File: src/logic/pio_pkg.sv
`default_nettype none

package pio_pkg;

  typedef logic [31:0] word_t;      // din, dout and FIFO entries
  typedef logic [15:0] instr_t;
  typedef logic [4:0]  pc_t;
  typedef logic [23:0] pixel_t;     // GRB order
  typedef logic [7:0]  stall_cnt_t;

  // Loader to engine commands
  typedef enum logic [3:0] {
    ACT_NONE      = 4'd0,
    ACT_INSTR     = 4'd1,  // imem[index] <= din
    ACT_CLKDIV    = 4'd2,
    ACT_EXECCTRL  = 4'd3,
    ACT_PUSH      = 4'd4,
    ACT_SHIFTCTRL = 4'd5,
    ACT_ENABLE    = 4'd6,
    ACT_JUMP      = 4'd7
  } action_t;

  // Instruction bits [15:13]
  typedef enum logic [2:0] {
    OP_JMP  = 3'd0,
    OP_OUT  = 3'd3,
    OP_PULL = 3'd4,
    OP_MOV  = 3'd5,
    OP_SET  = 3'd7
  } opcode_t;

  typedef struct packed {
    logic [15:0] clkdiv;      // Integer divider, 0 and 1 run every clock
    pc_t         wrap_top;
    pc_t         wrap_bottom;
    logic        sideset_en;  // Bit 12 is the side-set pin
    logic        autopull;
    logic [5:0]  pull_thresh; // 1 to 32
    logic        enable;
  } sm_cfg_t;

  typedef struct packed {
    action_t action;
    word_t   data;
  } conf_entry_t;

  localparam int fifo_depth = 4;
  localparam int conf_len   = 5;

  // WS2812 bit loop, T1=2 T2=5 T3=3 ticks
  localparam instr_t ws_program [32] = '{
    0:       16'h6221,  // out x, 1       side 0 [2]
    1:       16'h1123,  // jmp !x, 3      side 1 [1]
    2:       16'h1400,  // jmp 0          side 1 [4]
    3:       16'hA442,  // nop            side 0 [4]
    default: 16'hA042   // Plain nop
  };

  localparam conf_entry_t ws_conf [conf_len] = '{
    '{action: ACT_CLKDIV,    data: 32'd3},
    '{action: ACT_EXECCTRL,  data: 32'h0000_0403},  // Wrap 3 to 0, side-set on
    '{action: ACT_SHIFTCTRL, data: 32'h0000_0031},  // Autopull at 24 bits
    '{action: ACT_JUMP,      data: 32'd0},
    '{action: ACT_ENABLE,    data: 32'd1}
  };

endpackage

`default_nettype wire
File: src/logic/ws2812_top.sv
`timescale 1ns/1ps
`default_nettype none

module ws2812_top (
  input  wire logic            clk_25mhz,
  input  wire logic            pwr_up_reset_n,
  input  wire pio_pkg::pixel_t pixel_in,
  input  wire logic            pixel_load,
  output wire logic            fifo_full,
  output wire logic            ready,
  output wire logic            dout,
  output pio_pkg::stall_cnt_t  stall_count
);

  pio_pkg::word_t   din;
  pio_pkg::pc_t     index;
  pio_pkg::action_t action;

  pio_loader loader (
    .clk_25mhz      (clk_25mhz),
    .pwr_up_reset_n (pwr_up_reset_n),
    .pixel_in       (pixel_in),
    .pixel_load     (pixel_load),
    .full           (fifo_full),
    .din            (din),
    .index          (index),
    .action         (action),
    .ready          (ready),
    .stall_count    (stall_count)
  );

  pio pio_1 (
    .clk_25mhz      (clk_25mhz),
    .pwr_up_reset_n (pwr_up_reset_n),
    .din            (din),
    .index          (index),
    .action         (action),
    .full           (fifo_full),
    .empty          (),
    .dout           (dout)  // Side-set pin drives the chain
  );

endmodule

`default_nettype wire

File: src/logic/pio_loader.sv
`timescale 1ns/1ps
`default_nettype none

module pio_loader (
  input  wire logic            clk_25mhz,
  input  wire logic            pwr_up_reset_n,
  input  wire pio_pkg::pixel_t pixel_in,
  input  wire logic            pixel_load,
  input  wire logic            full,
  output pio_pkg::word_t       din,
  output pio_pkg::pc_t         index,
  output pio_pkg::action_t     action,
  output logic                 ready,
  output pio_pkg::stall_cnt_t  stall_count
);

  typedef enum logic [1:0] {
    LOAD,    // Copy program into imem
    CONFIG,  // Walk the config list
    RUN      // Forward pixels
  } ld_state_t;

  ld_state_t                               state;
  pio_pkg::pc_t                            pindex;
  logic [$clog2(pio_pkg::conf_len+1)-1:0] cindex;

  always_ff @(posedge clk_25mhz) begin
    if (!pwr_up_reset_n) begin
      state       <= LOAD;
      pindex      <= '0;
      cindex      <= '0;
      din         <= '0;
      index       <= '0;
      action      <= pio_pkg::ACT_NONE;
      ready       <= 1'b0;
      stall_count <= '0;
    end else begin
      case (state)
        LOAD: begin
          action <= pio_pkg::ACT_INSTR;
          din    <= {16'd0, pio_pkg::ws_program[pindex]};
          index  <= pindex;
          pindex <= pindex + 5'd1;
          if (pindex == 5'd31)
            state <= CONFIG;
        end

        CONFIG: begin
          if (cindex == pio_pkg::conf_len) begin
            action <= pio_pkg::ACT_NONE;
            ready  <= 1'b1;
            state  <= RUN;
          end else begin
            action <= pio_pkg::ws_conf[cindex].action;
            din    <= pio_pkg::ws_conf[cindex].data;
            cindex <= cindex + 1'b1;
          end
        end

        RUN: begin
          action <= pio_pkg::ACT_NONE;
          if (pixel_load) begin
            if (!full) begin
              action <= pio_pkg::ACT_PUSH;
              din    <= {pixel_in, 8'd0};  // MSB aligned for left shift
            end else if (stall_count != 8'hff) begin
              stall_count <= stall_count + 8'd1;  // Dropped pixel
            end
          end
        end

        default: state <= LOAD;
      endcase
    end
  end

endmodule

`default_nettype wire

File: src/logic/pio.sv
`timescale 1ns/1ps
`default_nettype none

module pio (
  input  wire logic             clk_25mhz,
  input  wire logic             pwr_up_reset_n,
  input  wire pio_pkg::word_t   din,
  input  wire pio_pkg::pc_t     index,
  input  wire pio_pkg::action_t action,
  output wire logic             full,
  output wire logic             empty,
  output wire logic             dout
);

  pio_pkg::instr_t  imem [32];  // Program memory
  pio_pkg::sm_cfg_t cfg;
  pio_pkg::pc_t     sm_pc;
  pio_pkg::pc_t     jump_pc;
  pio_pkg::instr_t  sm_instr;
  pio_pkg::word_t   fifo_rdata;
  logic             push;
  logic             pop;
  logic             jump;

  assign push     = (action == pio_pkg::ACT_PUSH);
  assign jump     = (action == pio_pkg::ACT_JUMP);
  assign jump_pc  = din[4:0];
  assign sm_instr = imem[sm_pc];

  always_ff @(posedge clk_25mhz) begin
    if (action == pio_pkg::ACT_INSTR)
      imem[index] <= din[15:0];
  end

  always_ff @(posedge clk_25mhz) begin
    if (!pwr_up_reset_n) begin
      cfg             <= '0;
      cfg.clkdiv      <= 16'd1;
      cfg.wrap_top    <= 5'd31;  // Full program until configured
      cfg.pull_thresh <= 6'd32;
    end else begin
      case (action)
        pio_pkg::ACT_CLKDIV: cfg.clkdiv <= din[15:0];
        pio_pkg::ACT_EXECCTRL: begin
          cfg.wrap_top    <= din[4:0];
          cfg.wrap_bottom <= din[9:5];
          cfg.sideset_en  <= din[10];
        end
        pio_pkg::ACT_SHIFTCTRL: begin
          cfg.autopull    <= din[0];
          cfg.pull_thresh <= (din[5:1] == 5'd0) ? 6'd32 : {1'b0, din[5:1]};
        end
        pio_pkg::ACT_ENABLE: cfg.enable <= din[0];
        default: ;
      endcase
    end
  end

  pio_tx_fifo tx_fifo (
    .clk_25mhz      (clk_25mhz),
    .pwr_up_reset_n (pwr_up_reset_n),
    .push           (push),
    .wdata          (din),
    .pop            (pop),
    .rdata          (fifo_rdata),
    .full           (full),
    .empty          (empty)
  );

  pio_sm sm (
    .clk_25mhz      (clk_25mhz),
    .pwr_up_reset_n (pwr_up_reset_n),
    .cfg            (cfg),
    .instr          (sm_instr),
    .pc             (sm_pc),
    .jump           (jump),
    .jump_pc        (jump_pc),
    .fifo_data      (fifo_rdata),
    .fifo_empty     (empty),
    .pop            (pop),
    .side_out       (dout)
  );

endmodule

`default_nettype wire

File: src/logic/pio_sm.sv
`timescale 1ns/1ps
`default_nettype none

module pio_sm (
  input  wire logic             clk_25mhz,
  input  wire logic             pwr_up_reset_n,
  input  wire pio_pkg::sm_cfg_t cfg,
  input  wire pio_pkg::instr_t  instr,
  output pio_pkg::pc_t          pc,
  input  wire logic             jump,
  input  wire pio_pkg::pc_t     jump_pc,
  input  wire pio_pkg::word_t   fifo_data,
  input  wire logic             fifo_empty,
  output logic                  pop,
  output logic                  side_out
);

  pio_pkg::opcode_t op;
  pio_pkg::word_t   osr;
  pio_pkg::word_t   x;
  pio_pkg::word_t   out_src;  // OSR or fresh FIFO word on autopull
  pio_pkg::pc_t     next_pc;
  logic [15:0]      div_cnt;
  logic [5:0]       osr_cnt;  // Bits shifted out, 32 is empty
  logic [5:0]       out_n;
  logic [6:0]       cnt_sum;
  logic [4:0]       delay_cnt;
  logic [4:0]       delay_field;
  logic             side_val;
  logic             tick;
  logic             exec;
  logic             need_refill;
  logic             stall;
  logic             take_jmp;

  always_comb begin
    op          = pio_pkg::opcode_t'(instr[15:13]);
    side_val    = instr[12];
    delay_field = cfg.sideset_en ? {1'b0, instr[11:8]} : instr[12:8];
    out_n       = (instr[4:0] == 5'd0) ? 6'd32 : {1'b0, instr[4:0]};

    tick = cfg.enable && ((cfg.clkdiv <= 16'd1) || (div_cnt >= cfg.clkdiv - 16'd1));
    exec = tick && (delay_cnt == 5'd0);

    need_refill = cfg.autopull && (osr_cnt >= cfg.pull_thresh);
    out_src     = need_refill ? fifo_data : osr;
    cnt_sum     = (need_refill ? 7'd0 : {1'b0, osr_cnt}) + {1'b0, out_n};
    next_pc     = (pc == cfg.wrap_top) ? cfg.wrap_bottom : pc + 5'd1;

    stall    = 1'b0;
    pop      = 1'b0;
    take_jmp = 1'b0;
    case (op)
      pio_pkg::OP_OUT: begin
        if (need_refill) begin
          if (fifo_empty)
            stall = 1'b1;  // Wait for data, delay not started
          else
            pop = exec;
        end
      end
      pio_pkg::OP_PULL: begin
        if (fifo_empty)
          stall = instr[5];  // Blocking pull only
        else
          pop = exec;
      end
      pio_pkg::OP_JMP: begin
        case (instr[7:5])
          3'd0:    take_jmp = 1'b1;
          3'd1:    take_jmp = (x == '0);  // !x
          3'd2:    take_jmp = (x != '0);  // x--
          default: take_jmp = 1'b0;
        endcase
      end
      default: ;
    endcase
  end

  always_ff @(posedge clk_25mhz) begin
    if (!pwr_up_reset_n) begin
      div_cnt   <= '0;
      pc        <= '0;
      osr       <= '0;
      osr_cnt   <= 6'd32;
      x         <= '0;
      delay_cnt <= '0;
      side_out  <= 1'b0;
    end else if (jump) begin
      // Forced jump restarts the divider and drops any delay
      pc        <= jump_pc;
      delay_cnt <= '0;
      div_cnt   <= '0;
    end else begin
      if (tick || !cfg.enable)
        div_cnt <= '0;
      else
        div_cnt <= div_cnt + 16'd1;

      if (tick) begin
        if (delay_cnt != 5'd0) begin
          delay_cnt <= delay_cnt - 5'd1;
        end else begin
          if (cfg.sideset_en)
            side_out <= side_val;  // Also holds during a stall
          if (!stall) begin
            delay_cnt <= delay_field;
            pc        <= next_pc;
            case (op)
              pio_pkg::OP_JMP: begin
                if (take_jmp)
                  pc <= instr[4:0];
                if (instr[7:5] == 3'd2)
                  x <= x - 32'd1;
              end
              pio_pkg::OP_OUT: begin
                if (instr[7:5] == 3'd1)
                  x <= out_src >> (6'd32 - out_n);  // Top n bits, MSB first
                osr     <= out_src << out_n;
                osr_cnt <= (cnt_sum > 7'd32) ? 6'd32 : cnt_sum[5:0];
              end
              pio_pkg::OP_PULL: begin
                osr     <= fifo_empty ? x : fifo_data;  // Nonblocking pull takes X
                osr_cnt <= '0;
              end
              pio_pkg::OP_SET: begin
                if (instr[7:5] == 3'd1)
                  x <= {27'd0, instr[4:0]};
              end
              pio_pkg::OP_MOV: ;  // Only as NOP
              default: ;
            endcase
          end
        end
      end
    end
  end

endmodule

`default_nettype wire

File: src/logic/pio_tx_fifo.sv
`timescale 1ns/1ps
`default_nettype none

module pio_tx_fifo (
  input  wire logic           clk_25mhz,
  input  wire logic           pwr_up_reset_n,
  input  wire logic           push,
  input  wire pio_pkg::word_t wdata,
  input  wire logic           pop,
  output pio_pkg::word_t      rdata,
  output logic                full,
  output logic                empty
);

  pio_pkg::word_t mem [pio_pkg::fifo_depth];

  logic [$clog2(pio_pkg::fifo_depth)-1:0]   wr_ptr;
  logic [$clog2(pio_pkg::fifo_depth)-1:0]   rd_ptr;
  logic [$clog2(pio_pkg::fifo_depth+1)-1:0] count;
  logic                                     do_push;
  logic                                     do_pop;

  assign full    = (count == pio_pkg::fifo_depth);
  assign empty   = (count == 0);
  assign do_push = push && !full;  // Push into a full FIFO is lost
  assign do_pop  = pop && !empty;
  assign rdata   = mem[rd_ptr];    // Head shown ahead of the pop

  always_ff @(posedge clk_25mhz) begin
    if (do_push)
      mem[wr_ptr] <= wdata;
  end

  always_ff @(posedge clk_25mhz) begin
    if (!pwr_up_reset_n) begin
      wr_ptr <= '0;
      rd_ptr <= '0;
      count  <= '0;
    end else begin
      if (do_push)
        wr_ptr <= (wr_ptr == pio_pkg::fifo_depth - 1) ? '0 : wr_ptr + 1'b1;
      if (do_pop)
        rd_ptr <= (rd_ptr == pio_pkg::fifo_depth - 1) ? '0 : rd_ptr + 1'b1;
      if (do_push && !do_pop)
        count <= count + 1'b1;
      else if (do_pop && !do_push)
        count <= count - 1'b1;
    end
  end

endmodule

`default_nettype wire

File: config.mk
export PLATFORM = sky130hd
export DESIGN_NAME = ws2812_top
export DESIGN_NICKNAME = d
export VERILOG_FILES = /design/src/logic/pio_pkg.sv /design/src/logic/ws2812_top.sv /design/src/logic/pio_loader.sv /design/src/logic/pio.sv /design/src/logic/pio_sm.sv /design/src/logic/pio_tx_fifo.sv
export SDC_FILE = /design/constraint.sdc
export NUM_CORES = 1
export LEC_CHECK = 0
export ABC_AREA = 1
export BUFFER_PORTS_ARGS = -buffer_cell sky130_fd_sc_hd__buf_2
export CAP_MARGIN = 20
export CORE_ASPECT_RATIO = 1.25
export CORE_MARGIN = 2
export CORE_UTILIZATION = 60
export DETAILED_ROUTE_END_ITERATION = 8
export PLACE_DENSITY_LB_ADDON = 0.08
export SETUP_SLACK_MARGIN = 0.2
export SLEW_MARGIN = 20
export SYNTH_ARGS = -nofsm -noshare
export SYNTH_HDL_FRONTEND = slang
export SYNTH_SLANG_ARGS = --single-unit
File: constraint.sdc
create_clock -name clk_25mhz -period 6.4 [get_ports clk_25mhz]
set_input_delay 1.28 -clock clk_25mhz [delete_from_list [all_inputs] [get_ports clk_25mhz]]
set_output_delay 1.28 -clock clk_25mhz [all_outputs]
set_load 0.005 [all_outputs]
==> impl_metrics.toml, run 1 <==
[cells_and_area]
layout-drive-gt1-share_pct = 7.53
final_area_sq_um = 36700
antenna_cells = 0
num-nets-final = 3635
fill_cells = 4386
syn2layout_area_growth_pct = 9.20
final_util_pct = 66.5

[logic_synthesis]
synthSimpleGateAreaFrac_pct = 20.1
ys_ff_latch = 727
synthArstFlopShare_pct = 0
syn_avg_cell_area_sq_um = 9.42
yosysSeqAreaShare_pct = 59.2
yosys_most_used_dff = "edfxtp_1"
synth_nets = 3647
synthMuxAreaShare_pct = 0.0335
synth_edf_count = 532
yosys.area_share.xor_xnor_pct = 0.965
postSynthCellCount = 3564
synth_top_family_by_area = "simple AND/OR/NAND/NOR gates"
synth_cell_type_count = 57
synth_compound_area_share_pct = 12.3
synthesis.area_sq_um = 33600
synth_area_leaders = "edfxtp_1, dfxtp_1, nand2_1"
synth_top_area_share_pct = 47.6
yosys_warnings = 0
yosysTopAreaCell = "edfxtp_1"
synthAdderAreaFrac_pct = 2.13

[setup_path]
cp-start-kind = "flop"
crit_fanout = 41
endpoint_kind = "flop"
required_ns = 6.94
crit_type = "flop to flop"
arrival_ns = 5.89

[routing]
routed_wirelength_microns = 98800
drc = 0
postRouteAntennaNets = 0
vias = 26700
drtIter0Drc = 2742
avgViaCountPerCell = 6.13
wl_per_cell_microns = 22.7
firstDrtPassIters = 7

[die]
start_util_pct = 60.9
die_w_microns = 216
die_area_sq_um = 57900
num_rows = 96
die_h_microns = 269
ios = 38
core_area_sq_um = 55100

[timing]
layout_setup_ws_ns = 1.06
finalMaxSlewViolations = 0
worst_slew_pin_slew_ns = 1.18
fin_hold_ws_ns = 0.449
period_share_pct = 83.5
slew_headroom_pct = 20.9
max_freq_mhz = 187
rsz0062_at_grt = "no"
setup_tns_ns = 0
setup_violations = 0
fin_skew_ns = 0.0182
final_hold_viol_count = 0
timing.final.crit_period_ns = 5.34

[cts]
path_clk_slew_ns = 0.06
cts.repair.resized = 0
ctsLongestPathBuffers = 3
cts_tree = "built"
cts_setup_buffers = 0
clk_latency_ns = 0.63
h-tree-depth = 3
ctsRootBufferMaster = "clkbuf_16"
ctsHoldBuffers = 0
cts_buffers = 71
clock-sinks = 727

[global_route]
grt_util_all_layers_pct = 34.1
grt_pass1_wl_microns = 150000
antenna_found_initial = 1
grt_max_degree = 199
grt.overflow.total = 0
first_global_vias = 25800

[worst_hold_path]
min_from = "pio_1.cfg[7]$_SDFFE_PN0N_"
hold_class = "flop to flop"

[pwr]
ir_drop_mv = 0.271
p_leak_nw = 13.9
p_per_area_nw_per_um2 = 279

[placement]
portBuffers = 37
pre_cts_slack_ns = 1.22
place_area_sq_um = 34300
place_congestion = 0.963
dpl.hpwl_microns = 65300

[run_status]
status = "finished, final reports clean"

[job]
maxCapViolCount = 0
[final cells by class]
type	instances	area (sq um)	share of cell area, %
inverter	208	786	2.14
sequential	727	19900	54.2
timing repair buffer	117	802	2.19
clock inverter	39	439	1.20
clock buffer	93	1900	5.18
multi-input combinational	2427	11900	32.6
tap	735	920	2.51
[sequential cells by signal (all words and copies together), names as in the netlist, named ones only]
| signal | count |
|---|---|
| loader.action | 3 |
| loader.cindex | 3 |
| loader.din | 29 |
| loader.index | 5 |
| loader.pindex | 5 |
| loader.ready | 1 |
| loader.stall_count | 8 |
| loader.state | 2 |
| pio_1.cfg | 28 |
| pio_1.imem | 416 |
| pio_1.sm.delay_cnt | 5 |
| pio_1.sm.div_cnt | 16 |
| pio_1.sm.osr | 32 |
| pio_1.sm.osr_cnt | 6 |
| pio_1.sm.pc | 5 |
| pio_1.sm.side_out | 1 |
| pio_1.sm.x | 32 |
| pio_1.tx_fifo.count | 3 |
| pio_1.tx_fifo.mem | 116 |
| pio_1.tx_fifo.rd_ptr | 2 |
| pio_1.tx_fifo.wr_ptr | 2 |
[Yosys cell counts, types with 3 or more instances]
master    number
edfxtp_1     532
nor2_4         3
o21ai_0      300
inv_2         13
o211ai_1      38
a211oi_1       7
clkbuf_1     106
inv_1        193
o211a_1        6
nand4_1       22
a32o_1        28
nand3_1      363
xnor2_1       13
o221ai_1      22
nor4_1         9
buf_1         14
o22ai_1       47
nor3b_1        5
nand2_2       15
nor3_1        27
buf_6         14
o31ai_1        5
dfxtp_1      195
nor2_1       351
nor2_2         4
o21a_1         4
a21oi_1      204
nand2_1      803
nand3b_1       3
buf_4         21
o21ai_1       33
xor2_1        24
a221oi_1       3
ha_1          54
buf_2         46
a31oi_1       10
[power breakdown]
part / switching (mW) / total (mW) / internal [mW]
registers: 0.0220 / 5.17 / 5.14
logic: 0.708 / 0.913 / 0.205
clock network: 1.83 / 4.17 / 2.34
total: 2.56 / 10.3 / 7.69
[cells in the final DEF (no fill, tap or decap), types with 12 or more instances in the layout]
| cell type | netlist | final |
|---|---|---|
| inv_2 | 13 | 12 |
| edfxtp_1 | 532 | 532 |
| ha_1 | 54 | 54 |
| nor2_1 | 351 | 345 |
| nand2_1 | 803 | 803 |
| clkbuf_16 | 0 | 71 |
| o22ai_1 | 47 | 47 |
| a21oi_1 | 204 | 204 |
| o211ai_1 | 38 | 38 |
| buf_4 | 21 | 78 |
| clkbuf_1 | 106 | 18 |
| nand4_1 | 22 | 22 |
| a32o_1 | 28 | 28 |
| o21ai_0 | 300 | 300 |
| xnor2_1 | 13 | 13 |
| dfxtp_1 | 195 | 191 |
| nand2_2 | 15 | 15 |
| nor3_1 | 27 | 27 |
| xor2_1 | 24 | 24 |
| buf_2 | 46 | 37 |
| inv_1 | 193 | 193 |
| clkinv_1 | 2 | 13 |
| o221ai_1 | 22 | 22 |
| nand3_1 | 363 | 363 |
| o21ai_1 | 33 | 33 |
[worst max-delay path: stages, from the launching register on]
cell	delay, ns
dfxtp_4	0.69
inv_2	0.40
buf_4	0.34
nand3_1	0.12
nand3_1	0.08
nand2_1	0.10
nand2_1	0.07
nand2_1	0.09
nand2_1	0.07
nand2_2	0.34
inv_1	0.15
ha_1	0.27
inv_1	0.08
nor2_2	0.06
nor2_4	0.08
buf_4	0.31
inv_2	0.34
fa_1	0.51
inv_1	0.12
xor2_1	0.19
nand3_1	0.10
nor2_1	0.10
nand2_1	0.06
nand2_1	0.08
nand2_1	0.08
nor2_1	0.11
nand3_1	0.08
a21oi_1	0.15
[per-layer routing]
metal	routed length, microns	track usage, %
met5	0	0
met1	36300	40.3
met2	50200	60.3
met4	6260	20.2
met3	6050	3.82
[kinds of logic (layout without fill, tap and decap cells)]
logic type,Yosys count,in the layout
and+or+nand+nor,1612,1612
xor gates and xnor gates,37,37
AOI/OAI and AO/OA,721,721
adders and majority gates,56,56
muxes,1,1
buffers and inverters,410,457
DFF,727,727
[per-stage QoR]
stage	power, mW	instances
after floorplan	5.82	3564
after global placement	6.16	4213
after detailed placement	6.16	4214
after CTS	10.3	4346
after global routing	10.6	4346
final	10.3	4346
[final timing paths]
check	end	slack (ns)	depth (start not counted)
setup / recovery	pio_1.sm.osr_cnt[1]$_SDFFE_PN0P_	1.06	27
hold / removal	pio_1.cfg[7]$_SDFFE_PN0N_	0.45	2
setup reg to reg	pio_1.sm.osr_cnt[1]$_SDFFE_PN0P_	1.06	27
hold reg to reg	pio_1.cfg[7]$_SDFFE_PN0N_	0.45	2
Power figures use the tool's default switching activity.
==> inputs of run 2 (changes only) <==
--- a/config.mk
+++ b/config.mk
@@ -10,7 +10,7 @@
 export CAP_MARGIN = 20
 export CORE_ASPECT_RATIO = 1.25
 export CORE_MARGIN = 2
-export CORE_UTILIZATION = 60
+export CORE_UTILIZATION = 57
 export DETAILED_ROUTE_END_ITERATION = 8
 export PLACE_DENSITY_LB_ADDON = 0.08
 export SETUP_SLACK_MARGIN = 0.2
==> constraint.sdc (replaced) <==
create_clock -name clk_25mhz -period 4.85 [get_ports clk_25mhz]
set_input_delay 0.97 -clock clk_25mhz [delete_from_list [all_inputs] [get_ports clk_25mhz]]
set_output_delay 0.97 -clock clk_25mhz [all_outputs]
set_load 0.005 [all_outputs]
==> impl_metrics.toml, run 2 (synthesis results as in run 1) <==
[die]
die_w_microns = 221
die_area_sq_um = 60900
num_rows = 99
ios = 38
core_area_sq_um = 58300
die_h_microns = 275
start_util_pct = 57.6

[worst_hold_path]
hold_class = "flop to flop"
hold_depth = 2

[timing]
max_freq_mhz = 233
finalMaxSlewViolations = 0
fin_hold_ws_ns = 0.454
worst_slew_pin_slew_ns = 1.04
timing.final.crit_period_ns = 4.30
fin_skew_ns = 0.0229
layout_setup_ws_ns = 0.551
period_share_pct = 88.6
setup_tns_ns = 0
rsz0062_at_grt = "no"
final_hold_viol_count = 0
slew_headroom_pct = 30.5
setup_violations = 0

[routing]
wl_per_cell_microns = 22.7
routed_wirelength_microns = 99500
firstDrtPassIters = 7
drc = 0
drtIter0Drc = 2413
avgViaCountPerCell = 6.06
postRouteAntennaNets = 0
vias = 26600

[global_route]
grt_util_all_layers_pct = 32.3
first_global_vias = 26100
grt_max_degree = 108
antenna_found_initial = 1
grt_pass1_wl_microns = 151000
grt.overflow.total = 0

[placement]
portBuffers = 37
place_congestion = 0.976
placed_cells = 4256
pre_cts_slack_ns = 0.499
dpl.hpwl_microns = 65800

[setup_path]
reg2reg_slack_ns = 0.55
critPathCapture = "pio_1.sm.osr_cnt[0]$_SDFFE_PN0P_"
required_ns = 5.40
arrival_ns = 4.85
endpoint_kind = "flop"
cp-start-kind = "flop"
crit_type = "flop to flop"
r2r.worst_path.cells = 27
crit_fanout = 107
r2r-end = "pio_1.sm.osr_cnt[0]$_SDFFE_PN0P_"

[pwr]
ir_drop_mv = 0.302
fin_total_pwr_mw = 13.5
p_switching_mw = 3.33
p_int_mw = 10.2
power_frac_comb_pct = 9.0
p_per_area_nw_per_um2 = 365
p_clk_share_pct = 40.6
p_seq_share_pct = 50.5
p_leak_nw = 14.0
sw_frac_of_total_pct = 24.7

[cells_and_area]
top_register = "pio_1.imem"
layout.cells.non_filler = 4385
num-nets-final = 3656
syn2layout_area_growth_pct = 10.0
final_cell_mix = "nand2_1, edfxtp_1, nand3_1"
reg.largest.list = "pio_1.imem (416), pio_1.tx_fifo.mem (116)"
final_common_cell = "nand2_1"
antenna_cells = 0
largest_reg_flops = 416
layout-drive-gt1-share_pct = 8.43

[cts]
clk_latency_ns = 0.63
ctsLongestPathBuffers = 3
cts_buffers = 70
h-tree-depth = 3
path_clk_slew_ns = 0.07
ctsRootBufferMaster = "clkbuf_16"
clock-sinks = 727
cts_tree = "built"
ctsHoldBuffers = 0

[run_status]
status = "finished, final reports clean"

[job]
maxCapViolCount = 0
==> run 2: cell types whose count changed in the layout (fill, tap and decap cells not counted), sizes merged <==
cell	previous run	this run
inv	209	212
clkbuf	93	97
bufinv	5	4
clkinvlp	5	0
clkinv	28	22
buf	117	139
==> run 2: how the worst min path moves through the flow <==
stage / start / slack, ns / to
finish: loader.ready$_SDFFE_PN0P_ / 0.45 / loader.ready$_SDFFE_PN0P_
global route: pio_1.cfg[4]$_SDFFE_PN0N_ / 0.48 / pio_1.cfg[4]$_SDFFE_PN0N_
global placement: loader.ready$_SDFFE_PN0P_ / 0.44 / loader.ready$_SDFFE_PN0P_
floorplan: pio_1.cfg[7]$_SDFFE_PN0N_ / 0.42 / pio_1.cfg[7]$_SDFFE_PN0N_
CTS: loader.ready$_SDFFE_PN0P_ / 0.46 / loader.ready$_SDFFE_PN0P_
detailed placement: loader.ready$_SDFFE_PN0P_ / 0.44 / loader.ready$_SDFFE_PN0P_
==> run 2: worst max-delay path: stages (launching register included) <==
cell	delay [ns]
dfxtp_4	0.39
buf_12	0.36
nand2_1	0.10
nand3_1	0.10
nand3_1	0.11
nand2_1	0.10
nand2_1	0.12
nand2_1	0.18
nand2_1	0.12
nand2_2	0.13
inv_1	0.08
ha_1	0.23
nand2_2	0.26
nand2_2	0.10
inv_2	0.07
ha_1	0.16
inv_1	0.06
fa_1	0.35
inv_1	0.12
xor2_1	0.20
nand3_1	0.09
nor2_1	0.10
nand2_1	0.06
nand2_1	0.09
nand2_1	0.10
nor2_1	0.11
nand3_1	0.07
a21oi_1	0.14
==> run 2: layer usage <==
layer / GRT usage (%) / up-vias / part of all wire, %
li1: - / 12500 / -
met1: 37.0 / 12800 / 37
met2: 57.6 / 1019 / 51
met3: 3.35 / 264 / 5.2
met4: 21.9 / 0 / 7.0
met5: 0 / - / 0
==> run 2: area by class of cell <==
class | count | area [sq um]
clock buffers | 97 | 1970
clock inverters | 30 | 315
fillers | 4848 | 21400
inverters | 208 | 786
multi-input cells | 2427 | 12000
flip-flops and latches | 727 | 19900
well taps | 757 | 947
repair buffers | 139 | 1050
==> run 2: what timing repair did <==
action                                  CTS  global route
gates resized for setup                   0             7
endpoints found under the setup margin    0            66
setup buffers                             0             1
==> run 2: per-stage QoR <==
stage / area, sq um / utilization [%]
floorplan: 33600 / -
global placement: 34600 / 59.3
detailed placement: 34600 / 59.3
CTS: 36900 / 63.2
global route: 37000 / 63.3
finish: 37000 / 63.3
==> run 2: power by group through the flow <==
stage               clock [mW]  sequential, mW  combinational (mW)
floorplan                    0            7.01               0.675
global placement             0            6.95                1.17
detailed placement           0            6.95                1.18
CTS                       5.54            6.81                1.18
global route              5.78            6.82                1.30
finish                    5.48            6.81                1.21
